File: config.mk
export PLATFORM = sky130hd
export DESIGN_NAME = paillier_top
export DESIGN_NICKNAME = d
export VERILOG_FILES = /design/src/source/paillier_pkg.sv /design/src/source/paillier_top.sv /design/src/source/paillier_ctrl.sv /design/src/source/mod_exp.sv /design/src/source/mod_mult.sv /design/src/source/key_regs.sv
export SDC_FILE = /design/constraint.sdc
export NUM_CORES = 2
export LEC_CHECK = 0
export ABC_AREA = 1
export BUFFER_PORTS_ARGS = -buffer_cell sky130_fd_sc_hd__buf_4
export CAP_MARGIN = 20
export CORE_UTILIZATION = 49
export DETAILED_ROUTE_END_ITERATION = 10
export GPL_ROUTABILITY_DRIVEN = 0
export PLACE_DENSITY = 0.62
export SLEW_MARGIN = 10
export SYNTH_ARGS = -nofsm -noshare
export SYNTH_HDL_FRONTEND = slang
export SYNTH_SLANG_ARGS = --single-unit
export TNS_END_PERCENT = 5
File: constraint.sdc
create_clock -name clk -period 16.3 [get_ports clk]
set_input_delay 2.445 -clock clk [delete_from_list [all_inputs] [get_ports clk]]
set_output_delay 2.445 -clock clk [all_outputs]
set_load 0.005 [all_outputs]
File: src/source/paillier_pkg.sv
package paillier_pkg;

    localparam int KEY_W    = 16;
    localparam int CIPHER_W = 32;
    localparam int EXP_W    = 32;

    // Bit counter wide enough for the longer of the operand and exponent scans
    localparam int CNT_W    = $clog2((CIPHER_W > EXP_W) ? CIPHER_W : EXP_W);

    typedef logic [KEY_W-1:0]    key_t;
    typedef logic [CIPHER_W-1:0] cipher_t;
    typedef logic [EXP_W-1:0]    exp_t;
    typedef logic [CNT_W-1:0]    bit_cnt_t;

    typedef enum logic [1:0] {
        CMD_ENCRYPT    = 2'b00,
        CMD_DECRYPT    = 2'b01,  // reserved, never accepted
        CMD_HOM_ADD    = 2'b10,
        CMD_SCALAR_MUL = 2'b11
    } task_cmd_t;

    typedef enum logic [2:0] {
        ST_IDLE,
        ST_ENC_EXP,
        ST_ENC_GM,
        ST_ENC_MUL,
        ST_HOM_ADD,
        ST_SCALAR_MUL,
        ST_DONE
    } ctrl_state_t;

    typedef enum logic [1:0] {
        EX_IDLE,
        EX_SQUARE,
        EX_MULT,
        EX_DONE
    } exp_state_t;

endpackage
File: src/source/paillier_top.sv
`timescale 1ns/1ns

module paillier_top (
        input  logic                        clk
    ,   input  logic                        rst_n
    ,   input  logic                        key_load
    ,   input  paillier_pkg::key_t          key_n
    ,   input  logic                        task_req
    ,   input  paillier_pkg::task_cmd_t     task_cmd
    ,   input  paillier_pkg::cipher_t       op_a
    ,   input  paillier_pkg::cipher_t       op_b
    ,   output paillier_pkg::cipher_t       result
    ,   output logic                        result_valid
    ,   output logic                        busy
);
    import paillier_pkg::*;

    key_t       n;
    cipher_t    n_sq;
    logic       key_valid;

    logic       mult_start;
    cipher_t    mult_a;
    cipher_t    mult_b;
    cipher_t    mult_mod;
    cipher_t    mult_result;
    logic       mult_done;

    logic       exp_start;
    cipher_t    exp_base;
    exp_t       exp_exp;
    cipher_t    exp_mod;
    cipher_t    exp_result;
    logic       exp_done;

    key_regs key0 (
            .clk        (clk        )
        ,   .rst_n      (rst_n      )
        ,   .key_load   (key_load   )
        ,   .key_n      (key_n      )
        ,   .busy       (busy       )
        ,   .n          (n          )
        ,   .n_sq       (n_sq       )
        ,   .key_valid  (key_valid  )
    );

    paillier_ctrl ctrl0 (
            .clk            (clk            )
        ,   .rst_n          (rst_n          )
        ,   .task_req       (task_req       )
        ,   .task_cmd       (task_cmd       )
        ,   .op_a           (op_a           )
        ,   .op_b           (op_b           )
        ,   .n              (n              )
        ,   .n_sq           (n_sq           )
        ,   .key_valid      (key_valid      )
        ,   .mult_start     (mult_start     )
        ,   .mult_a         (mult_a         )
        ,   .mult_b         (mult_b         )
        ,   .mult_mod       (mult_mod       )
        ,   .exp_start      (exp_start      )
        ,   .exp_base       (exp_base       )
        ,   .exp_exp        (exp_exp        )
        ,   .exp_mod        (exp_mod        )
        ,   .mult_result    (mult_result    )
        ,   .mult_done      (mult_done      )
        ,   .exp_result     (exp_result     )
        ,   .exp_done       (exp_done       )
        ,   .result         (result         )
        ,   .result_valid   (result_valid   )
        ,   .busy           (busy           )
    );

    mod_mult mult0 (
            .clk        (clk        )
        ,   .rst_n      (rst_n      )
        ,   .start      (mult_start )
        ,   .a          (mult_a     )
        ,   .b          (mult_b     )
        ,   .modulus    (mult_mod   )
        ,   .result     (mult_result)
        ,   .done       (mult_done  )
    );

    mod_exp exp0 (
            .clk        (clk        )
        ,   .rst_n      (rst_n      )
        ,   .start      (exp_start  )
        ,   .base       (exp_base   )
        ,   .exponent   (exp_exp    )
        ,   .modulus    (exp_mod    )
        ,   .result     (exp_result )
        ,   .done       (exp_done   )
    );

endmodule

File: src/source/paillier_ctrl.sv
`timescale 1ns/1ns

module paillier_ctrl (
        input  logic                        clk
    ,   input  logic                        rst_n
    ,   input  logic                        task_req
    ,   input  paillier_pkg::task_cmd_t     task_cmd
    ,   input  paillier_pkg::cipher_t       op_a
    ,   input  paillier_pkg::cipher_t       op_b
    ,   input  paillier_pkg::key_t          n
    ,   input  paillier_pkg::cipher_t       n_sq
    ,   input  logic                        key_valid
    ,   output logic                        mult_start
    ,   output paillier_pkg::cipher_t       mult_a
    ,   output paillier_pkg::cipher_t       mult_b
    ,   output paillier_pkg::cipher_t       mult_mod
    ,   output logic                        exp_start
    ,   output paillier_pkg::cipher_t       exp_base
    ,   output paillier_pkg::exp_t          exp_exp
    ,   output paillier_pkg::cipher_t       exp_mod
    ,   input  paillier_pkg::cipher_t       mult_result
    ,   input  logic                        mult_done
    ,   input  paillier_pkg::cipher_t       exp_result
    ,   input  logic                        exp_done
    ,   output paillier_pkg::cipher_t       result
    ,   output logic                        result_valid
    ,   output logic                        busy
);
    import paillier_pkg::*;

    ctrl_state_t    state;
    logic           accept;
    cipher_t        op_a_r;
    cipher_t        op_b_r;
    key_t           n_r;
    cipher_t        n_sq_r;
    cipher_t        rn_r;
    cipher_t        gm_r;

    assign accept = (state == ST_IDLE) && task_req && key_valid &&
                    (task_cmd != CMD_DECRYPT);

    assign mult_mod = n_sq_r;
    assign exp_mod  = n_sq_r;

    always_comb begin
        mult_a = op_a_r;
        mult_b = op_b_r;
        case (state)
            ST_ENC_GM: begin
                mult_b = cipher_t'(n_r);
            end
            ST_ENC_MUL: begin
                mult_a = rn_r;
                mult_b = gm_r;
            end
            default: begin
            end
        endcase
    end

    // Encryption raises r to n, scalar multiply raises c to k
    always_comb begin
        if (state == ST_SCALAR_MUL) begin
            exp_base = op_a_r;
            exp_exp  = exp_t'(op_b_r);
        end else begin
            exp_base = op_b_r;
            exp_exp  = exp_t'(n_r);
        end
    end

    always_ff @(posedge clk or negedge rst_n) begin
        if (!rst_n) begin
            state        <= ST_IDLE;
            busy         <= 1'b0;
            result_valid <= 1'b0;
            mult_start   <= 1'b0;
            exp_start    <= 1'b0;
        end else begin
            result_valid <= 1'b0;
            mult_start   <= 1'b0;
            exp_start    <= 1'b0;
            case (state)
                ST_IDLE: begin
                    if (accept) begin
                        busy <= 1'b1;
                        case (task_cmd)
                            CMD_ENCRYPT: begin
                                state     <= ST_ENC_EXP;
                                exp_start <= 1'b1;
                            end
                            CMD_HOM_ADD: begin
                                state      <= ST_HOM_ADD;
                                mult_start <= 1'b1;
                            end
                            CMD_SCALAR_MUL: begin
                                state     <= ST_SCALAR_MUL;
                                exp_start <= 1'b1;
                            end
                            default: begin
                                state <= ST_IDLE;
                            end
                        endcase
                    end
                end
                ST_ENC_EXP: begin
                    if (exp_done) begin
                        state      <= ST_ENC_GM;
                        mult_start <= 1'b1;
                    end
                end
                ST_ENC_GM: begin
                    if (mult_done) begin
                        state      <= ST_ENC_MUL;
                        mult_start <= 1'b1;
                    end
                end
                ST_ENC_MUL, ST_HOM_ADD: begin
                    if (mult_done) begin
                        state <= ST_DONE;
                    end
                end
                ST_SCALAR_MUL: begin
                    if (exp_done) begin
                        state <= ST_DONE;
                    end
                end
                ST_DONE: begin
                    result_valid <= 1'b1;
                    busy         <= 1'b0;
                    state        <= ST_IDLE;
                end
                default: begin
                    state <= ST_IDLE;
                end
            endcase
        end
    end

    always_ff @(posedge clk) begin
        if (accept) begin
            op_a_r <= op_a;
            op_b_r <= op_b;
            n_r    <= n;
            n_sq_r <= n_sq;
        end
        if ((state == ST_ENC_EXP) && exp_done) begin
            rn_r <= exp_result;
        end
        // m*n mod n^2 plus one stays below n^2 since m < n
        if ((state == ST_ENC_GM) && mult_done) begin
            gm_r <= mult_result + cipher_t'(1);
        end
        if (((state == ST_ENC_MUL) || (state == ST_HOM_ADD)) && mult_done) begin
            result <= mult_result;
        end
        if ((state == ST_SCALAR_MUL) && exp_done) begin
            result <= exp_result;
        end
    end

    a_valid_ends_busy: assert property (
        @(posedge clk) disable iff (!rst_n)
        result_valid |-> !busy ##1 !result_valid
    ) else $error("paillier_ctrl: result_valid overlaps busy");

endmodule

File: src/source/mod_exp.sv
`timescale 1ns/1ns

module mod_exp (
        input  logic                    clk
    ,   input  logic                    rst_n
    ,   input  logic                    start
    ,   input  paillier_pkg::cipher_t   base
    ,   input  paillier_pkg::exp_t      exponent
    ,   input  paillier_pkg::cipher_t   modulus
    ,   output paillier_pkg::cipher_t   result
    ,   output logic                    done
);
    import paillier_pkg::*;

    exp_state_t     state;
    bit_cnt_t       cnt;
    logic           accept;
    logic           last_bit;
    logic           advance;
    cipher_t        base_r;
    exp_t           exp_r;
    cipher_t        mod_r;
    cipher_t        acc;
    logic           mm_start;
    cipher_t        mm_b;
    cipher_t        mm_result;
    logic           mm_done;

    assign accept   = start && (state == EX_IDLE);
    assign last_bit = (cnt == '0);
    // Move to the next exponent bit once its square and optional multiply are in
    assign advance  = mm_done && (((state == EX_SQUARE) && !exp_r[EXP_W-1]) ||
                                  (state == EX_MULT));
    assign mm_b     = (state == EX_MULT) ? base_r : acc;

    always_ff @(posedge clk or negedge rst_n) begin
        if (!rst_n) begin
            state    <= EX_IDLE;
            cnt      <= '0;
            mm_start <= 1'b0;
            done     <= 1'b0;
        end else begin
            mm_start <= 1'b0;
            done     <= 1'b0;
            case (state)
                EX_IDLE: begin
                    if (accept) begin
                        state    <= EX_SQUARE;
                        cnt      <= bit_cnt_t'(EXP_W - 1);
                        mm_start <= 1'b1;
                    end
                end
                EX_SQUARE: begin
                    if (mm_done) begin
                        if (exp_r[EXP_W-1]) begin
                            state    <= EX_MULT;
                            mm_start <= 1'b1;
                        end else if (last_bit) begin
                            state <= EX_DONE;
                        end else begin
                            cnt      <= cnt - 1'b1;
                            mm_start <= 1'b1;
                        end
                    end
                end
                EX_MULT: begin
                    if (mm_done) begin
                        if (last_bit) begin
                            state <= EX_DONE;
                        end else begin
                            state    <= EX_SQUARE;
                            cnt      <= cnt - 1'b1;
                            mm_start <= 1'b1;
                        end
                    end
                end
                EX_DONE: begin
                    done  <= 1'b1;
                    state <= EX_IDLE;
                end
                default: begin
                    state <= EX_IDLE;
                end
            endcase
        end
    end

    always_ff @(posedge clk) begin
        if (accept) begin
            base_r <= base;
            exp_r  <= exponent;
            mod_r  <= modulus;
            acc    <= cipher_t'(1);
        end else if (mm_done) begin
            acc <= mm_result;
        end
        if (advance) begin
            exp_r <= exp_r << 1;
        end
        if (state == EX_DONE) begin
            result <= acc;
        end
    end

    mod_mult mm0 (
            .clk        (clk        )
        ,   .rst_n      (rst_n      )
        ,   .start      (mm_start   )
        ,   .a          (acc        )
        ,   .b          (mm_b       )
        ,   .modulus    (mod_r      )
        ,   .result     (mm_result  )
        ,   .done       (mm_done    )
    );

    a_done_pulse: assert property (
        @(posedge clk) disable iff (!rst_n)
        done |=> !done
    ) else $error("mod_exp: done longer than one cycle");

endmodule

File: src/source/mod_mult.sv
`timescale 1ns/1ns

module mod_mult (
        input  logic                    clk
    ,   input  logic                    rst_n
    ,   input  logic                    start
    ,   input  paillier_pkg::cipher_t   a
    ,   input  paillier_pkg::cipher_t   b
    ,   input  paillier_pkg::cipher_t   modulus
    ,   output paillier_pkg::cipher_t   result
    ,   output logic                    done
);
    import paillier_pkg::*;

    logic                   run;
    logic                   fin;
    logic                   idle;
    logic                   accept;
    bit_cnt_t               cnt;
    cipher_t                a_r;
    cipher_t                b_r;
    cipher_t                mod_r;
    cipher_t                acc;
    logic [CIPHER_W+1:0]    sum;
    logic [CIPHER_W+1:0]    red1;
    logic [CIPHER_W+1:0]    red2;
    logic [CIPHER_W+1:0]    mod_ext;

    assign idle   = !run && !fin;
    assign accept = start && idle;

    // 2*acc + a stays below three times the modulus
    assign mod_ext = {2'b00, mod_r};
    assign sum     = {1'b0, acc, 1'b0} + (b_r[CIPHER_W-1] ? {2'b00, a_r} : '0);
    assign red1    = (sum >= mod_ext) ? (sum - mod_ext) : sum;
    assign red2    = (red1 >= mod_ext) ? (red1 - mod_ext) : red1;

    always_ff @(posedge clk or negedge rst_n) begin
        if (!rst_n) begin
            run  <= 1'b0;
            fin  <= 1'b0;
            done <= 1'b0;
            cnt  <= '0;
        end else begin
            fin  <= 1'b0;
            done <= fin;
            if (accept) begin
                run <= 1'b1;
                cnt <= bit_cnt_t'(CIPHER_W - 1);
            end else if (run) begin
                cnt <= cnt - 1'b1;
                if (cnt == '0) begin
                    run <= 1'b0;
                    fin <= 1'b1;
                end
            end
        end
    end

    always_ff @(posedge clk) begin
        if (accept) begin
            a_r   <= a;
            b_r   <= b;
            mod_r <= modulus;
            acc   <= '0;
        end else if (run) begin
            acc <= red2[CIPHER_W-1:0];
            b_r <= b_r << 1;
        end
        if (fin) begin
            result <= acc;
        end
    end

    a_no_start_busy: assert property (
        @(posedge clk) disable iff (!rst_n)
        start |-> idle
    ) else $error("mod_mult: start while busy");

    a_result_reduced: assert property (
        @(posedge clk) disable iff (!rst_n)
        done |-> (result < mod_r)
    ) else $error("mod_mult: result not below modulus");

endmodule

File: src/source/key_regs.sv
`timescale 1ns/1ns

module key_regs (
        input  logic                    clk
    ,   input  logic                    rst_n
    ,   input  logic                    key_load
    ,   input  paillier_pkg::key_t      key_n
    ,   input  logic                    busy
    ,   output paillier_pkg::key_t      n
    ,   output paillier_pkg::cipher_t   n_sq
    ,   output logic                    key_valid
);
    import paillier_pkg::*;

    logic load_en;

    // A running task keeps the key it started with
    assign load_en = key_load && !busy;

    always_ff @(posedge clk or negedge rst_n) begin
        if (!rst_n) begin
            key_valid <= 1'b0;
        end else if (load_en) begin
            key_valid <= 1'b1;
        end
    end

    always_ff @(posedge clk) begin
        if (load_en) begin
            n    <= key_n;
            // 16 x 16 product always fits the ciphertext width
            n_sq <= cipher_t'(key_n) * cipher_t'(key_n);
        end
    end

    // Odd modulus of at least 3 keeps n+1 a valid generator
    a_key_legal: assert property (
        @(posedge clk) disable iff (!rst_n)
        load_en |-> (key_n[0] && (key_n >= key_t'(3)))
    ) else $error("key_regs: illegal modulus loaded");

endmodule

==> results.toml <==
[synth]
synth_cells = 5206
synth_flop_cell = "edfxtp_1"
async_flop_share_pct = 4.33
synth_area_um2 = 47100
ys_seq_area_share_pct = 46.2
ys_seq_elements = 762
yosysWarningCount = 0
synth_cell_types = 62
synth_edf_count = 632
synth.net_count = 5761
syn_area_per_cell_um2 = 9.04

[worst_setup_path]
crit_path_frequent_cell = "nand2_1"
critical_path_class = "reg -> reg"
worst-path-max-fanout = 35
cp-end-kind = "flop"
arrival_ns = 9.58
crit_path_top_delay_cell = "inv_1"
critPathMaxStageDelay_ns = 0.85
start_kind = "flop"
cp.required_ns = 16.78

[hold_path]
min_path_type = "reg -> reg"

[die]
die_h_um = 312
die_width_um = 312
row_count = 113
io_pins = 120
core_um2 = 95000
dieArea_um2 = 97300
initial_core_util_pct = 49.5

[grt]
grt_usage_pct = 27.9
grt_max_degree = 76
first_global_vias = 35015
grt_pass1_wl_mm = 207
antenna_found_initial = 2
grt.overflow.total = 0

[routing]
wl_per_cell_um = 20.5
ant_nets = 0
wirelength_mm = 136
drc = 0
dr.first_iter.drc_count = 3548
vias = 35941
drt_pass1_iterations = 6
routed_via_density = 5.42

[clock_tree]
cts_tree = "built"
cts_sinks = 762
path_clk_slew_ns = 0.06
htree_levels = 3
cts_setup_buffers = 0
cts_buffer_depth = 3
cts_buffers = 81
hold_buffers = 0
clockRootBuffer = "clkbuf_16"
cts.repair.resized = 0
clock_latency_ns = 0.64

[status]
status = "finished, final reports clean"

[layout]
nets = 5854
area_delta_synth_final_pct = 10.5
drive_above_1_share_pct = 6.82
antenna-diode-count = 0

[power]
intPower_mw = 4.01
clkPwrFrac_pct = 31.5
max-vdd-ir-drop_v = 0.000163
power_density_nw_per_um2 = 114
p_sw_share_pct = 32.7
total_power_mw = 5.96
pwr-share-comb_pct = 31.6
leakage_nw = 23.8
netSwitchingPower_mw = 1.94
sequentialPowerShare_pct = 36.8

[sta]
tns_ns = 0
finalCritPeriodShare_pct = 55.8
relSlewSlack_pct = 29.6
finalClockSkew_ns = 0.0226
final-hold-violation-count = 0
rsz0062_at_grt = "false"
fmax_mhz = 110
maxSlewViolCount = 0
period_needed_ns = 9.10
max_slew.worst_pin.slew_ns = 1.06
finalSetupViolCount = 0

[flow_run]
drv_cap = 0

[placed_design]
io_buffer_count = 119
place_hpwl_mm = 105
## synth_stat cells (8+ instances only)
master / number / area (um^2)
o21bai_1: 20 / 150
a221oi_1: 11 / 96.3
fa_1: 167 / 3340
clkbuf_1: 120 / 450
mux2_2: 16 / 180
o211ai_1: 9 / 67.6
nand4_1: 17 / 106
buf_2: 13 / 65.1
dfxtp_1: 97 / 1940
dfrtp_1: 33 / 826
ha_1: 302 / 3780
xor2_1: 112 / 981
nand3_1: 152 / 761
a21boi_0: 10 / 75.1
o21ai_0: 271 / 1360
xnor2_1: 108 / 946
nor2_1: 413 / 1550
edfxtp_1: 632 / 19000
inv_2: 10 / 37.5
a21o_1: 19 / 143
buf_1: 8 / 30.0
a21oi_1: 350 / 1750
a41oi_1: 9 / 78.8
nand2_2: 13 / 81.3
inv_1: 796 / 2990
nor3_1: 35 / 175
o21ai_1: 31 / 155
a31oi_1: 77 / 482
nand2_1: 1258 / 4720
## metrics by stage
step	hold WS (ns)	utilization, %	cells	area [um^2]	setup slack, ns
2_1_floorplan	0.400	-	5206	47100	8.03
3_3_place_gp	0.401	51.8	6478	49300	7.41
3_5_place_dp	0.405	51.8	6478	49300	7.24
4_1_cts	0.416	54.7	6628	51900	7.22
5_1_grt	0.419	54.8	6631	52000	6.12
6_report	0.412	54.8	6631	52000	7.20
## final timing paths
path	from	to	slack, ns	depth (start not counted)
min in group asynchronous	rst_n	exp0.cnt[1]$_DFFE_PN0P_	1.80	1
worst min register to register	key0.n[11]$_DFFE_PP_	ctrl0.n_r[11]$_DFFE_PP_	0.41	0
worst max-delay path	exp0.mm0.b_r[31]$_DFFE_PP_	exp0.mm0.acc[16]$_SDFFE_PP0P_	7.20	40
worst min-delay path	key0.n[11]$_DFFE_PP_	ctrl0.n_r[11]$_DFFE_PP_	0.41	0
max in group asynchronous	rst_n	mult0.cnt[0]$_DFFE_PN0P_	14.06	1
worst max register to register	exp0.mm0.b_r[31]$_DFFE_PP_	exp0.mm0.acc[16]$_SDFFE_PP0P_	7.20	40
## critical path, delay by kind of cell, from the launching register on
| kind | cells | cell delay [ns] |
|---|---|---|
| simple gates | 17 | 2.84 |
| buf+inv | 4 | 1.20 |
| compound gates | 15 | 3.05 |
| xor+xnor | 1 | 0.32 |
| fa+ha+maj | 3 | 1.17 |
| flops | 1 | 0.35 |
## layout make-up
| cell class | count | area (um^2) |
|---|---|---|
| clock buffers | 103 | 2190 |
| clock inverters | 47 | 500 |
| fillers | 8694 | 43000 |
| inverters | 810 | 3050 |
| multi-input cells | 3489 | 21700 |
| flip-flops and latches | 762 | 21700 |
| well taps | 1265 | 1580 |
| repair buffers | 155 | 1220 |
## logic make-up (layout without fill, tap and decap cells)
| kind of cell | count (synthesis) | count (layout) | synth area share [%] |
|---|---|---|---|
| flip-flops | 762 | 762 | 46.2 |
| XOR/XNOR | 220 | 220 | 4.09 |
| AND/OR/NAND/NOR | 1938 | 1938 | 16.6 |
| adder cells (fa/ha/maj) | 469 | 469 | 15.1 |
| AO/OA/AOI/OAI | 846 | 846 | 9.93 |
| buffers and inverters | 955 | 1115 | 7.70 |
| multiplexers | 16 | 16 | 0.383 |
## per-layer routing
metal | GRT usage, % | routed length (um) | up-vias
met4 | 11.2 | 5790 | 0
met5 | 0 | 0 | -
li1 | - | - | 17291
met3 | 4.84 | 10600 | 280
met2 | 45.5 | 63500 | 1371
met1 | 37.0 | 56200 | 16999
## layout by cell type (no fill, tap or decap), types with 32 or more instances in the layout
| cell type | netlist | final |
|---|---|---|
| a21oi_1 | 350 | 350 |
| a31oi_1 | 77 | 77 |
| buf_4 | 2 | 152 |
| clkbuf_16 | 0 | 83 |
| dfrtp_1 | 33 | 32 |
| dfxtp_1 | 97 | 97 |
| edfxtp_1 | 632 | 632 |
| fa_1 | 167 | 167 |
| ha_1 | 302 | 301 |
| inv_1 | 796 | 793 |
| nand2_1 | 1258 | 1257 |
| nand3_1 | 152 | 152 |
| nor2_1 | 413 | 411 |
| nor3_1 | 35 | 33 |
| o21ai_0 | 271 | 270 |
| xnor2_1 | 108 | 108 |
| xor2_1 | 112 | 112 |
## power by group through the flow
stage / Combinational [mW] / Clock (mW) / Sequential, mW
finish: 1.88 / 1.88 / 2.19
global route: 2.12 / 1.98 / 2.19
CTS: 1.92 / 1.90 / 2.19
detailed placement: 1.91 / 0 / 2.24
global placement: 1.87 / 0 / 2.24
floorplan: 1.35 / 0 / 2.24
Power figures use the tool's default switching activity.
